**src/source/mine_pkg.sv**
```systemverilog
// Minesweeper shared types: level and state enums, cell, click, config and status structs.
package mine_pkg;

  // ========================================
  // Enums
  // ========================================

  // Level code follows the button decode {btn1|btn0, btn2|btn0}.
  typedef enum logic [1:0] {
    LVL_EASY   = 2'b01,
    LVL_MEDIUM = 2'b10,
    LVL_HARD   = 2'b11
  } level_e;

  typedef enum logic [1:0] {
    ST_IDLE = 2'b00,
    ST_RUN  = 2'b01,
    ST_LOST = 2'b10,
    ST_WON  = 2'b11
  } game_state_e;

  // ========================================
  // Structs
  // ========================================

  typedef struct packed {
    logic       mine;
    logic       revealed;
    logic       flagged;
    logic       spare;     // Always zero.
    logic [3:0] nbr;       // Mines among the eight neighbours.
  } cell_t;

  typedef struct packed {
    logic [3:0] x;
    logic [3:0] y;
    logic       left;      // One-cycle pulse.
    logic       right;     // One-cycle pulse.
  } click_t;

  typedef struct packed {
    level_e     level;
    logic [4:0] side;      // 8, 10 or 16.
    logic [7:0] start_sec;
  } game_cfg_t;

  typedef struct packed {
    game_state_e state;
    logic        explode;
    logic [5:0]  mines_left;
    logic [7:0]  seconds_left;
  } status_t;

  // ========================================
  // Constants
  // ========================================

  localparam int MAX_SIDE = 16;
  localparam logic [8:0] STATUS_ADDR = 9'h100;

  // Indexed by level code. Entry 0 is never selected, kept equal to easy.
  localparam logic [3:0][4:0] SIDE_TBL = {5'd16, 5'd10, 5'd8, 5'd8};
  localparam logic [3:0][7:0] SECS_TBL = {8'd150, 8'd90, 8'd60, 8'd60};

endpackage

```
**src/source/game_setup.sv**
```systemverilog
// Game setup: level decode from the buttons, level latch and the game FSM.
module game_setup (
  input  logic                    clk,
  input  logic                    arst_n,
  input  logic [2:0]              btn,
  input  logic                    time_elapsed,
  input  logic                    explode,
  input  logic                    all_clear,
  output mine_pkg::game_cfg_t     cfg,
  output mine_pkg::game_state_e   state,
  output logic                    game_over,
  output logic                    won
);

  logic                any_btn;
  mine_pkg::level_e    lvl_sel;
  mine_pkg::game_cfg_t cfg_sel;
  mine_pkg::game_cfg_t cfg_q;

  assign any_btn = |btn;

  // Same decode as the board buttons: btn2 easy, btn1 medium, btn0 hard.
  always_comb begin
    lvl_sel           = mine_pkg::level_e'({btn[1] | btn[0], btn[2] | btn[0]});
    cfg_sel.level     = lvl_sel;
    cfg_sel.side      = mine_pkg::SIDE_TBL[lvl_sel];
    cfg_sel.start_sec = mine_pkg::SECS_TBL[lvl_sel];
  end

  // The pressed level shows through while leaving idle, so the timer loads it on time.
  assign cfg = (state == mine_pkg::ST_IDLE && any_btn) ? cfg_sel : cfg_q;

  // ========================================
  // Level latch and FSM
  // ========================================

  always_ff @(posedge clk or negedge arst_n) begin
    if (!arst_n) begin
      state           <= mine_pkg::ST_IDLE;
      cfg_q.level     <= mine_pkg::LVL_EASY;
      cfg_q.side      <= mine_pkg::SIDE_TBL[mine_pkg::LVL_EASY];
      cfg_q.start_sec <= mine_pkg::SECS_TBL[mine_pkg::LVL_EASY];
    end else begin
      case (state)
        mine_pkg::ST_IDLE: begin
          if (any_btn) begin
            state <= mine_pkg::ST_RUN;
            cfg_q <= cfg_sel;  // Level fixed for the rest of the game.
          end
        end
        mine_pkg::ST_RUN: begin
          if (explode || time_elapsed) begin
            state <= mine_pkg::ST_LOST;
          end else if (all_clear) begin
            state <= mine_pkg::ST_WON;
          end
        end
        default: state <= state;  // Lost and won hold until reset.
      endcase
    end
  end

  assign game_over = (state == mine_pkg::ST_LOST);
  assign won       = (state == mine_pkg::ST_WON);

endmodule

```
**src/source/mine_field.sv**
```systemverilog
// Mine field: cell storage, click handling, neighbour count, counters, win and explode.
module mine_field (
  input  logic                  clk,
  input  logic                  arst_n,
  input  mine_pkg::game_cfg_t   cfg,
  input  mine_pkg::game_state_e state,
  input  mine_pkg::click_t      click,
  input  logic                  load_we,
  input  logic [7:0]            load_addr,
  input  logic                  load_mine,
  input  logic [7:0]            rd_addr,
  output mine_pkg::cell_t       rd_cell,
  output logic                  explode,
  output logic                  all_clear,
  output logic [5:0]            mines_left
);

  localparam int CELLS = mine_pkg::MAX_SIDE * mine_pkg::MAX_SIDE;

  logic [CELLS-1:0] mine_q;
  logic [CELLS-1:0] revealed_q;
  logic [CELLS-1:0] flagged_q;
  logic [3:0]       nbr_mem [CELLS];

  logic [8:0] mine_cnt [4];  // Loaded mines inside each level's square.
  logic [8:0] flag_cnt;
  logic [8:0] rev_cnt;       // Revealed safe cells.

  logic [7:0] click_addr;
  logic       in_side;
  logic       load_ok;
  logic       reveal;
  logic       flag_tgl;
  logic [3:0] nbr_cnt;
  logic [8:0] mines_sel;
  logic [8:0] safe_cells;
  logic [9:0] left_diff;

  assign click_addr = {click.y, click.x};
  assign in_side    = ({1'b0, click.x} < cfg.side) && ({1'b0, click.y} < cfg.side);
  assign load_ok    = load_we && (state == mine_pkg::ST_IDLE);
  assign reveal     = click.left && in_side && !revealed_q[click_addr]
                      && !flagged_q[click_addr];
  assign flag_tgl   = click.right && !click.left && in_side && !revealed_q[click_addr];

  // ========================================
  // Neighbour count
  // ========================================

  always_comb begin
    int nx;
    int ny;
    nbr_cnt = 4'd0;
    for (int dy = -1; dy <= 1; dy++) begin
      for (int dx = -1; dx <= 1; dx++) begin
        nx = int'(click.x) + dx;
        ny = int'(click.y) + dy;
        if ((dx != 0 || dy != 0) && nx >= 0 && ny >= 0
            && nx < int'(cfg.side) && ny < int'(cfg.side)) begin
          nbr_cnt = nbr_cnt + 4'(mine_q[8'(ny * mine_pkg::MAX_SIDE + nx)]);
        end
      end
    end
  end

  // ========================================
  // Cell state and counters
  // ========================================

  always_ff @(posedge clk or negedge arst_n) begin
    if (!arst_n) begin
      mine_q     <= '0;
      revealed_q <= '0;
      flagged_q  <= '0;
      flag_cnt   <= '0;
      rev_cnt    <= '0;
      explode    <= 1'b0;
      for (int i = 0; i < 4; i++) begin
        mine_cnt[i] <= '0;
      end
    end else begin
      if (load_ok) begin
        mine_q[load_addr] <= load_mine;
        for (int i = 0; i < 4; i++) begin
          if ({1'b0, load_addr[3:0]} < mine_pkg::SIDE_TBL[i]
              && {1'b0, load_addr[7:4]} < mine_pkg::SIDE_TBL[i]) begin
            if (load_mine && !mine_q[load_addr]) begin
              mine_cnt[i] <= mine_cnt[i] + 9'd1;
            end else if (!load_mine && mine_q[load_addr]) begin
              mine_cnt[i] <= mine_cnt[i] - 9'd1;
            end
          end
        end
      end
      if (reveal) begin
        revealed_q[click_addr] <= 1'b1;
        if (mine_q[click_addr]) explode <= 1'b1;  // Stays set until reset.
        else rev_cnt <= rev_cnt + 9'd1;
      end else if (flag_tgl) begin
        flagged_q[click_addr] <= !flagged_q[click_addr];
        if (flagged_q[click_addr]) flag_cnt <= flag_cnt - 9'd1;
        else flag_cnt <= flag_cnt + 9'd1;
      end
    end
  end

  always_ff @(posedge clk) begin
    if (reveal) nbr_mem[click_addr] <= nbr_cnt;
  end

  // ========================================
  // Outputs
  // ========================================

  assign mines_sel  = mine_cnt[cfg.level];
  assign safe_cells = 9'(cfg.side * cfg.side) - mines_sel;
  assign all_clear  = (rev_cnt == safe_cells);
  assign left_diff  = {1'b0, mines_sel} - {1'b0, flag_cnt};

  always_comb begin
    if (left_diff[9]) mines_left = 6'd0;              // More flags than mines.
    else if (left_diff > 10'd63) mines_left = 6'd63;
    else mines_left = left_diff[5:0];
  end

  always_comb begin
    rd_cell.mine     = mine_q[rd_addr];
    rd_cell.revealed = revealed_q[rd_addr];
    rd_cell.flagged  = flagged_q[rd_addr];
    rd_cell.spare    = 1'b0;
    rd_cell.nbr      = revealed_q[rd_addr] ? nbr_mem[rd_addr] : 4'd0;
  end

endmodule

```
**src/source/wb_field_port.sv**
```systemverilog
// Wishbone classic slave mapping the cell array and the status word for the host.
module wb_field_port (
  input  logic                  clk,
  input  logic                  arst_n,
  input  logic                  cyc,
  input  logic                  stb,
  input  logic                  we,
  input  logic [8:0]            adr,
  input  logic [7:0]            dat_w,
  output logic [31:0]           dat_r,
  output logic                  ack,
  input  mine_pkg::game_state_e state,
  input  mine_pkg::cell_t       rd_cell,
  input  mine_pkg::status_t     status,
  output logic                  load_we,
  output logic [7:0]            load_addr,
  output logic                  load_mine,
  output logic [7:0]            rd_addr
);

  logic        req;
  logic        is_cell;
  logic [31:0] rd_mux;

  // New request only while ack is low, which gives the single-cycle ack.
  assign req     = cyc && stb && !ack;
  assign is_cell = !adr[8];

  assign rd_addr   = adr[7:0];
  assign load_addr = adr[7:0];
  assign load_mine = dat_w[0];
  assign load_we   = req && we && is_cell && (state == mine_pkg::ST_IDLE);  // Idle only.

  // ========================================
  // Read decode
  // ========================================

  always_comb begin
    if (is_cell) begin
      rd_mux = {24'd0, rd_cell};
    end else if (adr == mine_pkg::STATUS_ADDR) begin
      rd_mux = {15'd0, status};
    end else begin
      rd_mux = 32'd0;  // Unmapped.
    end
  end

  always_ff @(posedge clk or negedge arst_n) begin
    if (!arst_n) begin
      ack <= 1'b0;
    end else begin
      ack <= req;
    end
  end

  always_ff @(posedge clk) begin
    if (req) dat_r <= rd_mux;  // Valid while ack is high.
  end

endmodule

```
**src/source/game_timer.sv**
```systemverilog
// Game timer: second prescaler, countdown and click gating outside the run state.
module game_timer #(
  parameter int TICKS_PER_SEC = 100_000_000
) (
  input  logic                  clk,
  input  logic                  arst_n,
  input  mine_pkg::game_cfg_t   cfg,
  input  mine_pkg::game_state_e state,
  input  logic                  tim_stop,
  input  mine_pkg::click_t      click,
  output mine_pkg::click_t      gated_click,
  output logic [7:0]            seconds_left,
  output logic                  time_elapsed
);

  localparam int PW = (TICKS_PER_SEC > 1) ? $clog2(TICKS_PER_SEC) : 1;

  logic [PW-1:0] presc;
  logic          sec_tick;
  logic          running;

  assign running  = (state == mine_pkg::ST_RUN);
  assign sec_tick = (presc == PW'(TICKS_PER_SEC - 1));

  // Clicks pass only while the game runs.
  always_comb begin
    gated_click       = click;
    gated_click.left  = click.left && running;
    gated_click.right = click.right && running;
  end

  // ========================================
  // Prescaler and countdown
  // ========================================

  always_ff @(posedge clk or negedge arst_n) begin
    if (!arst_n) begin
      presc        <= '0;
      seconds_left <= 8'd0;
      time_elapsed <= 1'b0;
    end else if (state == mine_pkg::ST_IDLE) begin
      presc        <= '0;
      seconds_left <= cfg.start_sec;  // Preload, taken on the edge into run.
      time_elapsed <= 1'b0;
    end else if (running && !tim_stop && !time_elapsed) begin
      if (sec_tick) begin
        presc <= '0;
        if (seconds_left != 8'd0) seconds_left <= seconds_left - 8'd1;
        if (seconds_left == 8'd1) time_elapsed <= 1'b1;  // Last second gone.
      end else begin
        presc <= presc + 1'b1;
      end
    end
  end

endmodule

```
**src/source/disp_hex_mux.sv**
```systemverilog
// Four-digit hex seven-segment driver, time multiplexed, active-low outputs.
module disp_hex_mux #(
  parameter int REFRESH_BITS = 17
) (
  input  logic       clk,
  input  logic       arst_n,
  input  logic [3:0] hex3,
  input  logic [3:0] hex2,
  input  logic [3:0] hex1,
  input  logic [3:0] hex0,
  output logic [3:0] an,
  output logic [6:0] sseg
);

  logic [REFRESH_BITS+1:0] scan;
  logic [1:0]              sel;
  logic [3:0]              digit;
  logic [3:0]              an_nxt;
  logic [6:0]              seg_nxt;

  assign sel = scan[REFRESH_BITS+1:REFRESH_BITS];  // Top two bits pick the digit.

  always_comb begin
    case (sel)
      2'd0:    begin an_nxt = 4'b1110; digit = hex0; end
      2'd1:    begin an_nxt = 4'b1101; digit = hex1; end
      2'd2:    begin an_nxt = 4'b1011; digit = hex2; end
      default: begin an_nxt = 4'b0111; digit = hex3; end  // Leftmost.
    endcase
  end

  // Segment order {g,f,e,d,c,b,a}, low is lit.
  always_comb begin
    case (digit)
      4'h0: seg_nxt = 7'b1000000;
      4'h1: seg_nxt = 7'b1111001;
      4'h2: seg_nxt = 7'b0100100;
      4'h3: seg_nxt = 7'b0110000;
      4'h4: seg_nxt = 7'b0011001;
      4'h5: seg_nxt = 7'b0010010;
      4'h6: seg_nxt = 7'b0000010;
      4'h7: seg_nxt = 7'b1111000;
      4'h8: seg_nxt = 7'b0000000;
      4'h9: seg_nxt = 7'b0010000;
      4'ha: seg_nxt = 7'b0001000;
      4'hb: seg_nxt = 7'b0000011;
      4'hc: seg_nxt = 7'b1000110;
      4'hd: seg_nxt = 7'b0100001;
      4'he: seg_nxt = 7'b0000110;
      default: seg_nxt = 7'b0001110;
    endcase
  end

  always_ff @(posedge clk or negedge arst_n) begin
    if (!arst_n) begin
      scan <= '0;
      an   <= 4'b1111;  // All digits off.
      sseg <= 7'b1111111;
    end else begin
      scan <= scan + 1'b1;
      an   <= an_nxt;
      sseg <= seg_nxt;
    end
  end

endmodule

```
**src/source/mine_game_top.sv**
```systemverilog
// Minesweeper game core top level: setup, mine field, timer, host port and display.
module mine_game_top #(
  parameter int TICKS_PER_SEC = 100_000_000,
  parameter int REFRESH_BITS  = 17
) (
  input  logic             clk,
  input  logic             arst_n,
  input  logic [2:0]       btn,
  input  logic             tim_stop,
  input  mine_pkg::click_t click,
  input  logic             cyc,
  input  logic             stb,
  input  logic             we,
  input  logic [8:0]       adr,
  input  logic [7:0]       dat_w,
  output logic [31:0]      dat_r,
  output logic             ack,
  output logic [3:0]       an,
  output logic [6:0]       sseg,
  output logic             game_over,
  output logic             won
);

  // ========================================
  // Internal wires
  // ========================================

  mine_pkg::game_cfg_t   cfg;
  mine_pkg::game_state_e state;
  mine_pkg::click_t      gated_click;
  mine_pkg::cell_t       rd_cell;
  mine_pkg::status_t     status;

  logic [7:0] seconds_left;
  logic [5:0] mines_left;
  logic       time_elapsed, explode, all_clear;
  logic       load_we, load_mine;
  logic [7:0] load_addr, rd_addr;

  always_comb begin
    status.state        = state;
    status.explode      = explode;
    status.mines_left   = mines_left;
    status.seconds_left = seconds_left;
  end

  // ========================================
  // Blocks
  // ========================================

  game_setup u_game_setup (
    .clk, .arst_n, .btn, .time_elapsed, .explode, .all_clear,
    .cfg, .state, .game_over, .won
  );

  mine_field u_mine_field (
    .clk, .arst_n, .cfg, .state, .click(gated_click),
    .load_we, .load_addr, .load_mine, .rd_addr, .rd_cell,
    .explode, .all_clear, .mines_left
  );

  game_timer #(.TICKS_PER_SEC(TICKS_PER_SEC)) u_game_timer (
    .clk, .arst_n, .cfg, .state, .tim_stop, .click,
    .gated_click, .seconds_left, .time_elapsed
  );

  wb_field_port u_wb_field_port (
    .clk, .arst_n, .cyc, .stb, .we, .adr, .dat_w, .dat_r, .ack,
    .state, .rd_cell, .status, .load_we, .load_addr, .load_mine, .rd_addr
  );

  disp_hex_mux #(.REFRESH_BITS(REFRESH_BITS)) u_disp (
    .clk, .arst_n,
    .hex3({2'b00, mines_left[5:4]}), // Mines left on the two left digits.
    .hex2(mines_left[3:0]),
    .hex1(seconds_left[7:4]),
    .hex0(seconds_left[3:0]),
    .an, .sseg
  );

endmodule

```
**config.mk**
```make
export PLATFORM = sky130hd
export DESIGN_NAME = mine_game_top
export DESIGN_NICKNAME = d
export VERILOG_FILES = /design/src/source/mine_pkg.sv /design/src/source/game_setup.sv /design/src/source/mine_field.sv /design/src/source/wb_field_port.sv /design/src/source/game_timer.sv /design/src/source/disp_hex_mux.sv /design/src/source/mine_game_top.sv
export SDC_FILE = /design/constraint.sdc
export NUM_CORES = 2
export LEC_CHECK = 0
export BUFFER_PORTS_ARGS = -buffer_cell sky130_fd_sc_hd__buf_2
export CAP_MARGIN = 10
export CORE_UTILIZATION = 35
export CTS_CLUSTER_SIZE = 24
export DETAILED_ROUTE_END_ITERATION = 16
export HOLD_SLACK_MARGIN = 0.02
export PLACE_DENSITY = 0.56
export SLEW_MARGIN = 20
export SYNTH_ARGS = -nofsm -noshare
export SYNTH_HDL_FRONTEND = slang
export SYNTH_SLANG_ARGS = --single-unit
export TNS_END_PERCENT = 10
```
**constraint.sdc**
```tcl
create_clock -name clk -period 16.1 [get_ports clk]
set_input_delay 2.415 -clock clk [delete_from_list [all_inputs] [get_ports clk]]
set_output_delay 2.415 -clock clk [all_outputs]
set_load 0.05 [all_outputs]
```
==> results.sh <==
export IMPL_status="complete, no violations"
export IMPL_slew_violations=0
export IMPL_cp_end_kind="flop"
export IMPL_power_density_nw_per_um2=103
export IMPL_cts_root_buffer="clkbuf_16"
export IMPL_p_sw_share_pct=24.4
export IMPL_slew_headroom_pct=19.2
export IMPL_yosysMostFrequentCell="edfxtp_1"
export IMPL_htree_levels=4
export IMPL_finalHoldViolations=0
export IMPL_clkPwrFrac_pct=42.9
export IMPL_max_clock_freq_mhz=80.1
export IMPL_clk_pin_slew_ps=60
export IMPL_crit_arrival_ps=13090
export IMPL_crit_path_max_fanout=113
export IMPL_dieWidth_um=528
export IMPL_startpoint_type="input pin"
export IMPL_setup_viol=0
export IMPL_cts_tree="yes"
export IMPL_crit_top_cell="ha_1"
export IMPL_grt_pass1_wl_um=421000
export IMPL_grt_pass1_vias=59600
export IMPL_cts_hold_buf=0
export IMPL_nets=6471
export IMPL_worst_skew_pair_late_latency_ps=920
export IMPL_synthTopCellsByArea="edfxtp_1 32%, dfrtp_1 23%, mux4_2 22%, mux2_2 3.3%, nor2_1 1.9%"
export IMPL_synthesis_area_um2=96800
export IMPL_use_met2_pct=32.2
export IMPL_fin_hold_ws_ps=460
export IMPL_die_area_um2=279000
export IMPL_holdPathStages=1
export IMPL_gr_usage_met1_pct=28.0
export IMPL_critPathMaxStageDelay_ps=920
export IMPL_intPower_mw=8.41
export IMPL_synth_edf_count=1041
export IMPL_power_leakage_nw=42.2
export IMPL_start_util_pct=35.3
export IMPL_clockBufferDepth=4
export IMPL_track_usage_pct=20.4
export IMPL_final_cells=10200
export IMPL_avgSynthCellArea_um2=15.1
export IMPL_irDropWorstVdd_v=0.000110
export IMPL_comb_power_share_pct=8.3
export IMPL_cp_startpoint="click[6]"
export IMPL_cap_violations=0
export IMPL_fin_crit_sh_pct=77.5
export IMPL_synth_top_area_share_pct=32.3
export IMPL_netlist_instances=6409
export IMPL_rsz0062_at_grt="no"
export IMPL_grtUsageMet3_pct=4.52
export IMPL_via_per_inst=5.78
export IMPL_crit_slowest_cell="nand3_1"
export IMPL_cts_sinks=1940
export IMPL_coreArea_um2=274000
export IMPL_antenna_found_initial=7
export IMPL_grt_overflow_total=0
export IMPL_ys_flop_type="edfxtp_1"
export IMPL_antenna_left=0
export IMPL_r2r_slack_ps=6540
export IMPL_drive_gt1_share_pct=30.8
export IMPL_worst_pin_slew_ps=1210
export IMPL_busiest_layer="met2"
export IMPL_r2r_start="u_game_setup.state[0]"
export IMPL_yosysWarningCount=0
export IMPL_yosysTopAreaCell="edfxtp_1"
export IMPL_whs_endpoint="u_mine_field.mine_cnt[35]"
export IMPL_initialDrtViolationCount=6038
export IMPL_dp_cells=9787
export IMPL_synthArstFlopShare_pct=46.3
export IMPL_synth_seq_cells=1940
export IMPL_synth_cell_types=90
export IMPL_criticalPathCategory="in2reg"
export IMPL_fin_crit_ps=12480
export IMPL_wl_per_cell_um=28.0
export IMPL_die_h_um=528
export IMPL_yosys_top_cells_count="1,041 x edfxtp_1, 941 x mux4_2, 884 x dfrtp_1"
export IMPL_seq_power_share_pct=48.8
export IMPL_p_sw_mw=2.72
export IMPL_grt_max_degree=236
export IMPL_rows=192
export IMPL_gp_congestion=0.874
export IMPL_reg2regPathDepth=33
export IMPL_skew_ps=107
export IMPL_hpwl_um=178000
export IMPL_syn2layout_area_growth_pct=11.4
export IMPL_ctsResizeCount=0
export IMPL_hp_start="u_mine_field.mine_cnt[35]"
export IMPL_io_pins=82
export IMPL_drt_first_pass_iters=6
export IMPL_post_route_drc_count=0
export IMPL_min_delay_path_class="reg2reg"
export IMPL_r2r_end="u_mine_field.nbr_mem[98][1]"
export IMPL_via_count=58800
export IMPL_cp_data_required_time_ps=16700
export IMPL_ys_seq_area_share_pct=55.5
export IMPL_post_cts_buffers=0
export IMPL_fin_util_pct=39.3
export IMPL_portBuffers=59
export IMPL_cts_buffers=210
export IMPL_wirelength_um=285000
## cell usage in the layout (no fill, tap or decap), types with 16 or more instances in the layout
master and count:
buf_2 48, or2_2 178, a211oi_1 25, mux2i_1 140, buf_4 132, xnor2_1 89, nand2_1 386, clkbuf_1 54
clkbuf_16 214, and2_1 37, o21ai_0 182, clkinv_1 18, clkinv_2 41, mux2_2 287, clkbuf_8 32, dfrtp_1 884
nand4_1 17, nand3_1 59, or2_1 90, nand2b_1 16, xor2_1 35, inv_1 76, a21o_1 28, and3_1 22
a31oi_1 142, edfxtp_1 1041, ha_1 109, o21bai_1 16, mux4_2 940, nor3_1 22, o31ai_1 110, a21oi_1 219
nor2_1 497, nor2b_1 21
## how the worst max path moves through the flow
stage | end | slack [ps] | depth (start not counted)
final | u_mine_field.nbr_mem[98][1] | 3620 | 30
after global routing | u_mine_field.nbr_mem[160][2] | 3080 | 37
after CTS | u_mine_field.nbr_mem[98][1] | 3650 | 30
after detailed placement | u_mine_field.nbr_mem[81][1] | 2720 | 30
after global placement | u_mine_field.nbr_mem[80][1] | 2750 | 36
after floorplan | u_mine_field.nbr_mem[0][2] | -3310 | 39
## critical path: cells and delay by family
kind	cells	cell delay (ps)
AND/OR/NAND/NOR	9	2560
buffers and inverters	5	2340
multiplexers	5	1720
AO/OA/AOI/OAI	2	420
adder cells (fa/ha/maj)	9	3290
## metrics by stage
| stage | setup TNS [ps] | total power, mW | setup WS, ps | cell area (µm²) |
|---|---|---|---|---|
| 5_1_grt | 0 | 11.5 | 3080 | 108000 |
| 3_3_place_gp | 0 | 6.44 | 2750 | 101000 |
| 3_5_place_dp | 0 | 6.46 | 2720 | 101000 |
| 2_1_floorplan | -848250 | 6.10 | -3310 | 96900 |
| 6_report | 0 | 11.1 | 3620 | 108000 |
| 4_1_cts | 0 | 11.2 | 3650 | 108000 |
## routing by layer
metal  up-vias  share of wire [%]  routed length (µm)
met5         -            0.00035                   1
met2      2405                 47              134000
li1      24700                  -                   -
met3       454                8.1               23000
met4         2                3.0                8480
met1     31200                 42              119000
## sequential cells by signal (all words and copies together), names as in the netlist
name                       cells
u_mine_field.flag_cnt          9
u_mine_field.explode           1
u_mine_field.revealed_q      256
u_mine_field.mine_q          256
u_disp.sseg                    7
u_game_timer.seconds_left      8
u_mine_field.nbr_mem        1024
u_disp.scan                   19
u_game_timer.time_elapsed      1
u_game_setup.state             2
u_mine_field.rev_cnt           9
u_game_timer.presc            27
u_mine_field.flagged_q       256
u_wb_field_port.ack            1
u_game_setup.cfg_q             7
u_mine_field.mine_cnt         36
u_disp.an                      4
u_wb_field_port.dat_r         17
## layout make-up
type | count | area (µm²)
Antenna cell | 6 | 15.0
Multi-Input combinational cell | 3881 | 40800
Sequential cell | 1940 | 53800
Clock buffer | 300 | 6000
Timing Repair Buffer | 201 | 1590
Fill cell | 25200 | 166000
Clock inverter | 84 | 721
Tap cell | 3686 | 4610
Inverter | 81 | 304
## power by group through the flow
stage / registers [mW] / clock network, mW / logic, mW
after floorplan: 5.58 / 0 / 0.527
after global placement: 5.53 / 0 / 0.906
after CTS: 5.44 / 4.87 / 0.929
after global routing: 5.43 / 5.05 / 0.983
after detailed placement: 5.54 / 0 / 0.929
final: 5.44 / 4.78 / 0.919
## logic make-up (layout without fill, tap and decap cells)
| group | count (synthesis) | in the layout | synth area share (%) |
|---|---|---|---|
| AO/OA/AOI/OAI | 820 | 820 | 5.25 |
| XOR/XNOR | 135 | 135 | 1.27 |
| adder cells (fa/ha/maj) | 120 | 120 | 1.63 |
| buffers and inverters | 602 | 666 | 2.62 |
| flip-flops | 1940 | 1940 | 55.5 |
| multiplexers | 1379 | 1379 | 26.9 |
| other | 1 | 21 | 0.00387 |
| AND/OR/NAND/NOR | 1412 | 1412 | 6.76 |
No activity file was read; power rests on OpenSTA's default activity.
